[src/common/fpAddPkg.sv]
`default_nettype none

package fpAddPkg;

  //////////////////////////////
  // Field widths
  //////////////////////////////

  // Single precision word
  localparam int WORD_W = 32;
  localparam int EXP_W = 8;
  localparam int MANT_W = 23;

  // Guard bits below the mantissa during alignment
  localparam int GUARD_W = 2;

  // Hidden one, mantissa and guard bits
  localparam int SIG_W = 1 + MANT_W + GUARD_W;

  // Shift amounts and leading-zero count
  localparam int SHIFT_W = 5;

  // All-ones exponent marks saturation
  localparam int EXP_MAX = 255;

  //////////////////////////////
  // Stage-to-stage payloads
  //////////////////////////////

  // Sort stage to align stage
  typedef struct packed {
    logic               valid;
    logic [EXP_W-1:0]   exponent;
    logic [MANT_W-1:0]  mantLarge;
    logic [MANT_W-1:0]  mantSmall;
    logic [SHIFT_W-1:0] expDiff;
    logic               effSub;
    logic               sign;
    logic               zero;
  } sortedOps_t;

  // Align stage to adder stage
  typedef struct packed {
    logic             valid;
    logic [EXP_W-1:0] exponent;
    logic [SIG_W-1:0] sigLarge;
    logic [SIG_W-1:0] sigSmall;
    logic             effSub;
    logic             sign;
    logic             zero;
  } alignedOps_t;

  // Adder stage to normalize stage
  typedef struct packed {
    logic             valid;
    logic [EXP_W-1:0] exponent;
    logic [SIG_W-1:0] rawSig;
    logic             carry;
    logic             sign;
    logic             zero;
  } sumResult_t;

  // Normalize stage to format stage, exponent may go negative
  typedef struct packed {
    logic                    valid;
    logic signed [EXP_W:0]   exponent;
    logic [MANT_W-1:0]       mantissa;
    logic                    sign;
    logic                    zero;
  } normResult_t;

endpackage

`default_nettype wire

[src/design/operandSort.sv]
`timescale 1ns/1ps
`default_nettype none

module operandSort
  import fpAddPkg::*;
(
  input  logic              clk,
  input  logic              reset_i,
  input  logic              startOp_i,
  input  logic              addSub_i,
  input  logic [WORD_W-1:0] dataX_i,
  input  logic [WORD_W-1:0] dataY_i,
  output sortedOps_t        sorted_o
);

  logic              xGreater;
  logic              magEqual;
  logic              effSub;
  logic              signRes;
  logic [WORD_W-2:0] magLarge;
  logic [WORD_W-2:0] magSmall;
  logic [EXP_W-1:0]  expDiffFull;
  sortedOps_t        sortedNext;

  //////////////////////////////
  // Magnitude compare
  //////////////////////////////

  // Exponent over mantissa so the low 31 bits order as magnitudes
  assign xGreater = dataX_i[WORD_W-2:0] > dataY_i[WORD_W-2:0];
  assign magEqual = dataX_i[WORD_W-2:0] == dataY_i[WORD_W-2:0];

  // Larger operand goes first, Y wins ties
  assign magLarge = xGreater ? dataX_i[WORD_W-2:0] : dataY_i[WORD_W-2:0];
  assign magSmall = xGreater ? dataY_i[WORD_W-2:0] : dataX_i[WORD_W-2:0];

  // Real operation after both signs and the requested op
  assign effSub = dataX_i[WORD_W-1] ^ dataY_i[WORD_W-1] ^ addSub_i;

  // Y contributes with its sign flipped on subtract
  assign signRes = xGreater ? dataX_i[WORD_W-1] : (dataY_i[WORD_W-1] ^ addSub_i);

  // Never negative since the larger magnitude has the larger exponent
  assign expDiffFull = magLarge[WORD_W-2 -: EXP_W] - magSmall[WORD_W-2 -: EXP_W];

  //////////////////////////////
  // Next stage payload
  //////////////////////////////
  always_comb begin
    sortedNext.valid     = startOp_i;
    sortedNext.exponent  = magLarge[WORD_W-2 -: EXP_W];
    sortedNext.mantLarge = magLarge[MANT_W-1:0];
    sortedNext.mantSmall = magSmall[MANT_W-1:0];
    // Saturate, anything past the significand width vanishes anyway
    if (expDiffFull > EXP_W'((1 << SHIFT_W) - 1)) begin
      sortedNext.expDiff = '1;
    end else begin
      sortedNext.expDiff = expDiffFull[SHIFT_W-1:0];
    end
    sortedNext.effSub    = effSub;
    sortedNext.sign      = signRes;
    // Exact cancellation
    sortedNext.zero      = effSub & magEqual;
  end

  // Stage register
  always_ff @(posedge clk) begin
    if (reset_i) begin
      sorted_o.valid <= 1'b0;
    end else begin
      sorted_o <= sortedNext;
    end
  end

endmodule

`default_nettype wire

[src/design/alignStage.sv]
`timescale 1ns/1ps
`default_nettype none

module alignStage
  import fpAddPkg::*;
(
  input  logic        clk,
  input  logic        reset_i,
  input  sortedOps_t  sorted_i,
  output alignedOps_t aligned_o
);

  logic [SIG_W-1:0] sigLarge;
  logic [SIG_W-1:0] shiftLevel [SHIFT_W+1];
  alignedOps_t      alignedNext;

  // Hidden one on top, guard bits below
  assign sigLarge      = {1'b1, sorted_i.mantLarge, {GUARD_W{1'b0}}};
  assign shiftLevel[0] = {1'b1, sorted_i.mantSmall, {GUARD_W{1'b0}}};

  //////////////////////////////
  // Log barrel shifter
  //////////////////////////////

  // One level per bit of the difference
  // Level k moves by 2**k, bits falling off the bottom are lost
  for (genvar k = 0; k < SHIFT_W; k++) begin : gShiftLevel
    assign shiftLevel[k+1] = sorted_i.expDiff[k] ? (shiftLevel[k] >> (2 ** k))
                                                  : shiftLevel[k];
  end

  always_comb begin
    alignedNext.valid    = sorted_i.valid;
    alignedNext.exponent = sorted_i.exponent;
    alignedNext.sigLarge = sigLarge;
    alignedNext.sigSmall = shiftLevel[SHIFT_W];
    alignedNext.effSub   = sorted_i.effSub;
    alignedNext.sign     = sorted_i.sign;
    alignedNext.zero     = sorted_i.zero;
  end

  // Stage register
  always_ff @(posedge clk) begin
    if (reset_i) begin
      aligned_o.valid <= 1'b0;
    end else begin
      aligned_o <= alignedNext;
    end
  end

endmodule

`default_nettype wire

[src/design/significandAdder.sv]
`timescale 1ns/1ps
`default_nettype none

module significandAdder
  import fpAddPkg::*;
(
  input  logic        clk,
  input  logic        reset_i,
  input  alignedOps_t aligned_i,
  output sumResult_t  sum_o
);

  // One extra bit on top for the carry out
  logic [SIG_W:0] sigWide;
  sumResult_t     sumNext;

  //////////////////////////////
  // Significand add or subtract
  //////////////////////////////

  // Larger minus smaller never borrows
  assign sigWide = aligned_i.effSub ? ({1'b0, aligned_i.sigLarge} - {1'b0, aligned_i.sigSmall})
                                    : ({1'b0, aligned_i.sigLarge} + {1'b0, aligned_i.sigSmall});

  always_comb begin
    sumNext.valid    = aligned_i.valid;
    sumNext.exponent = aligned_i.exponent;
    sumNext.rawSig   = sigWide[SIG_W-1:0];
    // Carry only means something on an effective add
    sumNext.carry    = sigWide[SIG_W] & ~aligned_i.effSub;
    sumNext.sign     = aligned_i.sign;
    sumNext.zero     = aligned_i.zero;
  end

  // Stage register
  always_ff @(posedge clk) begin
    if (reset_i) begin
      sum_o.valid <= 1'b0;
    end else begin
      sum_o <= sumNext;
    end
  end

endmodule

`default_nettype wire

[src/normalize/leadingZeroCount.sv]
`timescale 1ns/1ps
`default_nettype none

module leadingZeroCount
  import fpAddPkg::*;
(
  input  logic [SIG_W-1:0]   sig_i,
  output logic [SHIFT_W-1:0] count_o
);

  //////////////////////////////
  // Priority encoder
  //////////////////////////////

  // Scan upward so the highest set bit wins
  // All zeros reports the largest count, only seen on exact cancellation
  always_comb begin
    count_o = SHIFT_W'(SIG_W - 1);
    for (int i = 0; i < SIG_W; i++) begin
      if (sig_i[i]) begin
        count_o = SHIFT_W'(SIG_W - 1 - i);
      end
    end
  end

endmodule

`default_nettype wire

[src/normalize/normalizeStage.sv]
`timescale 1ns/1ps
`default_nettype none

module normalizeStage
  import fpAddPkg::*;
(
  input  logic        clk,
  input  logic        reset_i,
  input  sumResult_t  sum_i,
  output normResult_t norm_o
);

  logic [SHIFT_W-1:0]    lzCount;
  logic [SIG_W-1:0]      sigNorm;
  logic signed [EXP_W:0] expBase;
  logic signed [EXP_W:0] expAdjusted;
  normResult_t           normNext;

  // Zeros above the leading one
  leadingZeroCount lzcInst (
    .sig_i   (sum_i.rawSig),
    .count_o (lzCount)
  );

  //////////////////////////////
  // Normalizing shift
  //////////////////////////////

  // Carry re-enters at the top on a one-bit right shift
  // Otherwise pull the leading one up to the top
  assign sigNorm = sum_i.carry ? {1'b1, sum_i.rawSig[SIG_W-1:1]}
                               : (sum_i.rawSig << lzCount);

  //////////////////////////////
  // Exponent adjust
  //////////////////////////////

  // Widened and signed so underflow shows as zero or below
  assign expBase = $signed({1'b0, sum_i.exponent});

  always_comb begin
    if (sum_i.carry) begin
      expAdjusted = expBase + (EXP_W+1)'(1);
    end else begin
      expAdjusted = expBase - $signed({{(EXP_W+1-SHIFT_W){1'b0}}, lzCount});
    end
  end

  always_comb begin
    normNext.valid    = sum_i.valid;
    normNext.exponent = expAdjusted;
    // Drop the hidden bit and the guard bits
    normNext.mantissa = sigNorm[SIG_W-2 -: MANT_W];
    normNext.sign     = sum_i.sign;
    normNext.zero     = sum_i.zero;
  end

  // Stage register
  always_ff @(posedge clk) begin
    if (reset_i) begin
      norm_o.valid <= 1'b0;
    end else begin
      norm_o <= normNext;
    end
  end

endmodule

`default_nettype wire

[src/design/resultFormat.sv]
`timescale 1ns/1ps
`default_nettype none

module resultFormat
  import fpAddPkg::*;
(
  input  logic              clk,
  input  logic              reset_i,
  input  normResult_t       norm_i,
  output logic [WORD_W-1:0] result_o,
  output logic              ready_o,
  output logic              overflow_o,
  output logic              underflow_o,
  output logic              zero_o
);

  logic              expOverflow;
  logic              expUnderflow;
  logic [WORD_W-1:0] wordNext;

  //////////////////////////////
  // Range checks
  //////////////////////////////

  // Cancellation wins over both range flags
  assign expOverflow  = ~norm_i.zero & (norm_i.exponent >= EXP_MAX);
  assign expUnderflow = ~norm_i.zero & (norm_i.exponent <= 0);

  // Word select, zero then saturate then flush then normal
  always_comb begin
    if (norm_i.zero) begin
      wordNext = '0;
    end else if (expOverflow) begin
      wordNext = {norm_i.sign, {EXP_W{1'b1}}, {MANT_W{1'b0}}};
    end else if (expUnderflow) begin
      wordNext = {norm_i.sign, {(WORD_W-1){1'b0}}};
    end else begin
      wordNext = {norm_i.sign, norm_i.exponent[EXP_W-1:0], norm_i.mantissa};
    end
  end

  //////////////////////////////
  // Output register
  //////////////////////////////

  // Word and flags only change with a valid result
  always_ff @(posedge clk) begin
    if (reset_i) begin
      result_o    <= '0;
      ready_o     <= 1'b0;
      overflow_o  <= 1'b0;
      underflow_o <= 1'b0;
      zero_o      <= 1'b0;
    end else begin
      ready_o <= norm_i.valid;
      if (norm_i.valid) begin
        result_o    <= wordNext;
        overflow_o  <= expOverflow;
        underflow_o <= expUnderflow;
        zero_o      <= norm_i.zero;
      end
    end
  end

endmodule

`default_nettype wire

[src/design/fpAddSub.sv]
`timescale 1ns/1ps
`default_nettype none

module fpAddSub
  import fpAddPkg::*;
(
  input  logic              clk,
  input  logic              reset_i,
  input  logic              startOp_i,
  input  logic              addSub_i,
  input  logic [WORD_W-1:0] dataX_i,
  input  logic [WORD_W-1:0] dataY_i,
  output logic [WORD_W-1:0] result_o,
  output logic              ready_o,
  output logic              overflow_o,
  output logic              underflow_o,
  output logic              zero_o
);

  // Stage registers between the five stages
  sortedOps_t  sortedOps;
  alignedOps_t alignedOps;
  sumResult_t  sumResult;
  normResult_t normResult;

  //////////////////////////////
  // Stage 1 sort and compare
  //////////////////////////////
  operandSort sortInst (
    .clk       (clk),
    .reset_i   (reset_i),
    .startOp_i (startOp_i),
    .addSub_i  (addSub_i),
    .dataX_i   (dataX_i),
    .dataY_i   (dataY_i),
    .sorted_o  (sortedOps)
  );

  // Stage 2 right alignment
  alignStage alignInst (
    .clk       (clk),
    .reset_i   (reset_i),
    .sorted_i  (sortedOps),
    .aligned_o (alignedOps)
  );

  // Stage 3 significand add or subtract
  significandAdder adderInst (
    .clk       (clk),
    .reset_i   (reset_i),
    .aligned_i (alignedOps),
    .sum_o     (sumResult)
  );

  // Stage 4 normalization
  normalizeStage normInst (
    .clk     (clk),
    .reset_i (reset_i),
    .sum_i   (sumResult),
    .norm_o  (normResult)
  );

  // Stage 5 packing and flags
  resultFormat formatInst (
    .clk         (clk),
    .reset_i     (reset_i),
    .norm_i      (normResult),
    .result_o    (result_o),
    .ready_o     (ready_o),
    .overflow_o  (overflow_o),
    .underflow_o (underflow_o),
    .zero_o      (zero_o)
  );

endmodule

`default_nettype wire

[config.mk]
export PLATFORM = sky130hd
export DESIGN_NAME = fpAddSub
export DESIGN_NICKNAME = d
export VERILOG_FILES = /design/src/common/fpAddPkg.sv /design/src/design/operandSort.sv /design/src/design/alignStage.sv /design/src/design/significandAdder.sv /design/src/normalize/leadingZeroCount.sv /design/src/normalize/normalizeStage.sv /design/src/design/resultFormat.sv /design/src/design/fpAddSub.sv
export SDC_FILE = /design/constraint.sdc
export NUM_CORES = 1
export LEC_CHECK = 0
export BUFFER_PORTS_ARGS = -buffer_cell sky130_fd_sc_hd__buf_2
export CAP_MARGIN = 20
export CORE_MARGIN = 4
export CORE_UTILIZATION = 66
export DETAILED_ROUTE_END_ITERATION = 16
export PLACE_DENSITY_LB_ADDON = 0.05
export SYNTH_ARGS = -nofsm -noshare
export SYNTH_HDL_FRONTEND = slang
export SYNTH_SLANG_ARGS = --single-unit
[constraint.sdc]
create_clock -name clk -period 14.2 [get_ports clk]
set_input_delay 0.71 -clock clk [delete_from_list [all_inputs] [get_ports clk]]
set_output_delay 0.71 -clock clk [all_outputs]
set_load 0.01 [all_outputs]
==> run summary <==
The flow ran to the end, and the final reports show no timing, DRC or antenna violations. Post-CTS repair changed the size of 0 cells. For the final total negative setup slack, the log shows 0 ps. Slew at the pin with the worst max-slew slack: 996 ps. The wire length per cell after detailed routing is 17.5 µm. Of the post-synthesis cell area, the part taken by muxes is 9.69%. In this run the vertical extent of the chip is 156 µm. Buffers added to address setup during post-CTS repair amount to 0. The detail route stage leaves a number of antenna-violating nets equal to 0. The clock transition at the register clock pins on the worst setup and hold paths after CTS is 60 ps.

The number of antenna violations at the first check in global routing was 0. Walking the worst path, the cells encountered are or4_4, nor3_4, o31a_4, nor2_8, inv_2, ha_1, nor2b_1, fa_1, a21oi_1, nor2_1, nor2_1, o21bai_1, a21oi_1, o21bai_1, a21oi_1, xnor2_1. Endpoint class of the critical path: a register. Number of filler instances in the final layout: 1519.

Counting instances in the post-synthesis netlist gives the leading cell types as sky130_fd_sc_hd__edfxtp_1 (193), sky130_fd_sc_hd__a21oi_1 (110), sky130_fd_sc_hd__nand2_1 (110). The tools report the global-route total usage across every layer as 24.8%. Along the worst path, the maximum fanout reaches 21.

The number of H-tree levels was 1; the total clock buffers created by CTS was 24. Entering global routing, the biggest net connects 77 pins. The worst-case hold slack came out at 413 ps.

The startpoint identified for the worst register-to-register timing path is adderInst.sum_o[22]$_DFFE_PN_. The routed design has 30.6 mm of wire. The tightest min-delay check is of the input pin to register type. Summed over its instances, the top area cell type makes up 40.1% of the synthesized netlist area. The floorplan step defined a die boundary enclosing 24300 µm². In the routed layout, each cell is associated on average with a via count of 6.12.

The count of cells along the worst register-to-register path was 16; the fraction of synthesized cell area in xor and xnor cells was 2.30%. Summing all multi-input logic gate instances after layout gives 7140 µm². The number of top-level pins was 104; the share of layout cells above drive strength 1 was 16.2%. The via count of the first global-routing pass is 10118. Main combinational cell family by area after synthesis: compound AO/OA/AOI/OAI gates. The number of hold violations in the final report is 0. The power consumption came out at 0.00219 W.

In this run, synthesis produced a sequential element count of 233. The cell with the most instances on the worst path was sky130_fd_sc_hd__a21oi_1. Summing the areas of all compound-gate instances in the mapped netlist gives 16.9% of the synthesized area.

The number of nets handed over by synthesis was 1543. The tools report the count of routing violations after the opening detailed-route iteration as 746. Setup repair after global routing left no endpoint under its margin. Primary flip-flop cell chosen by synthesis mapping: sky130_fd_sc_hd__edfxtp_1.

The logs give 6600 µm² for the area occupied by registers and 21300 µm² for the area of the core. In this run the horizontal extent of the chip is 156 µm. Setup violations remaining at the end of the flow were counted as 0. The clock passes through at most 3 buffers.

After detailed routing, the number of remaining DRC violations is 0. The endpoint of the worst hold-timing path was sortInst.sorted_o[62]$_SDFF_PP0_. After synthesis, the cell types taking the most area are sky130_fd_sc_hd__edfxtp_1 (40%), sky130_fd_sc_hd__ha_1 (7.8%), sky130_fd_sc_hd__dfxtp_1 (5.5%). Power spread over the standard cell area amounts to 138 nW/µm². At the worst endpoint, the arrival time is 4560 ps. For this run, asynchronously set or reset flops after synthesis account for 0%. The routability-driven placement congestion ratio was 0.927. Synthesis instantiated 91 different standard cells from the library. TritonCTS built the clock tree.

After layout, the worst path uses 30.2% of the clock period. For the final HPWL from detailed placement, the log shows 23.0 mm. The first global-routing pass estimated 49.8 mm of wire.

The max-slew violation count is 0, and the worst-case vdd ir drop is 0.0765 mV. Number of flops mapped to enable cells by yosys: 193. Buffers placed on the I/O ports in this run total 103. The tools report the timing-limited maximum frequency as 0.233 GHz.

Measured against its own limit, the worst slew margin works out to 33.5%. The cell with the most instances after synthesis was sky130_fd_sc_hd__edfxtp_1. For the required time at the endpoint of the critical path, the log shows 14470 ps. On the critical path, the stage with the largest delay is an instance of sky130_fd_sc_hd__or4_4. Summing over every cut layer, the via total after detailed routing is 10701. The most area-hungry cell type in the Yosys netlist was sky130_fd_sc_hd__edfxtp_1. The worst path meets setup with 9910 ps of slack.

In the final design database the tool counted 1615 nets. Clock root buffer: sky130_fd_sc_hd__clkbuf_16. The worst hold path begins at startOp_i.

The repair_antennas step left the layout with diodes totalling 0. The post-synthesis share of cell area spent on and, or, nand and nor gates was 12.4%; the number of cells on the worst hold path was 2. The largest single stage delay on the critical path is 620 ps. Worst setup path category: register to register. The tools report the type of origin of the critical path as a register. The run gives 9600 ps as the worst setup slack before clock tree synthesis.

The gate count after technology mapping is 1383, and the hold-fix buffer count after cts is 0. Once the floorplan was initialized, standard cells occupied 67.9% of the core. The number of cell rows is 53, and the slack of the worst reg-to-reg path is 9910 ps. The final core utilization is 74.3%, and the total number of yosys warnings is 0. The minimum period implied by the final worst setup slack is 4290 ps.

The post-synthesis cell area came out at 14500 µm². For the count of clock tree sinks, the log shows 233. The detailed-router iteration count before antenna repair is 5.

For the final database, setup skew stands at 15.0 ps. In this run the critical register-to-register path is captured at normInst.norm_o[33]$_DFFE_PN_. The tools report the leakage component of the power as 6.54 nW. Dividing the synthesized area by the synthesized cell count gives 10.5 µm². The max capacitance violation total was 0; the sequential cell area fraction in the yosys report was 45.6%.

Fraction of the mapped netlist area in adder cells: 8.07%. Clock latency on the worst-skew pair, taken at its later pin, is 520 ps. The layout-stage area growth over the synthesis result is 9.36%. The total overflow left after global routing is 0.
==> sequential cells by signal, indices dropped and copies added, names as in the netlist <==
name and flops:
adderInst.sum_o 38, alignInst.aligned_o 61, formatInst.overflow_o 1, formatInst.ready_o 1, formatInst.result_o 32, formatInst.underflow_o 1, formatInst.zero_o 1, normInst.norm_o 35
sortInst.sorted_o 63
==> final cells by class <==
type | count | area share [%]
clock inverters | 10 | 0.475
flip-flops and latches | 233 | 41.7
well taps | 275 | 2.18
clock buffers | 34 | 4.30
multi-input cells | 984 | 45.1
repair buffers | 114 | 3.83
inverters | 98 | 2.36
==> power by group <==
group	total, W	switching (W)	internal [W]
logic	0.000656	0.000382	0.000274
clock network	0.000595	0.000244	0.000351
registers	0.000937	0.0000719	0.000865
==> through the flow <==
step,cells,instance area (µm²)
after CTS,1748,15800
after global routing,1748,15800
after detailed placement,1704,15100
after floorplan,1383,14500
final,1748,15800
after global placement,1703,15000
==> cell families (layout without fill, tap and decap cells) <==
logic type,Yosys count,in the layout
adders and majority gates,92,92
AOI/OAI and AO/OA,370,370
xor gates and xnor gates,38,38
DFF,233,233
buffers and inverters,166,256
and+or+nand+nor,364,364
muxes,120,120
==> worst max-delay path: cells and delay by family (launching register included) <==
family                     cells  cell delay, ps
AOI/OAI and AO/OA              6            1080
xor gates and xnor gates       1              80
adders and majority gates      2             770
buffers and inverters          1             310
DFF                            1             520
and+or+nand+nor                6            1270
==> worst max-delay path by stage <==
stage                                                     to                     startpoint  slack [ps]
after floorplan                 adderInst.sum_o[0]$_DFFE_PN_                        reset_i        9030
after detailed placement  sortInst.sorted_o[7]$_SDFFCE_PN1N_                     dataX_i[6]        9600
after global routing           normInst.norm_o[33]$_DFFE_PN_  adderInst.sum_o[21]$_DFFE_PN_        9700
after global placement    sortInst.sorted_o[7]$_SDFFCE_PN1N_                     dataX_i[6]        9740
after CTS                      normInst.norm_o[33]$_DFFE_PN_  adderInst.sum_o[22]$_DFFE_PN_        9980
final                          normInst.norm_o[33]$_DFFE_PN_  adderInst.sum_o[22]$_DFFE_PN_        9910
==> routing by layer <==
metal	vias to the layer above	track usage (%)	routed length [µm]
met4	0	9.96	1180
met1	4987	32.2	12800
met3	77	3.11	1730
li1	5287	-	-
met2	350	42.5	14900
met5	-	0	0
==> cell usage in the layout, fill, tap and decap left out, types with 24 or more instances in the layout <==
cell type / instances
sky130_fd_sc_hd__a21oi_1: 110
sky130_fd_sc_hd__clkbuf_16: 25
sky130_fd_sc_hd__dfxtp_1: 40
sky130_fd_sc_hd__nor2_1: 93
sky130_fd_sc_hd__o21ai_0: 83
sky130_fd_sc_hd__buf_2: 103
sky130_fd_sc_hd__mux2i_1: 59
sky130_fd_sc_hd__inv_1: 92
sky130_fd_sc_hd__ha_1: 90
sky130_fd_sc_hd__xnor2_1: 24
sky130_fd_sc_hd__a22o_1: 27
sky130_fd_sc_hd__nor3_1: 25
sky130_fd_sc_hd__mux2_2: 50
sky130_fd_sc_hd__nand2_1: 110
sky130_fd_sc_hd__edfxtp_1: 193
(Power assumes the default switching activity.)
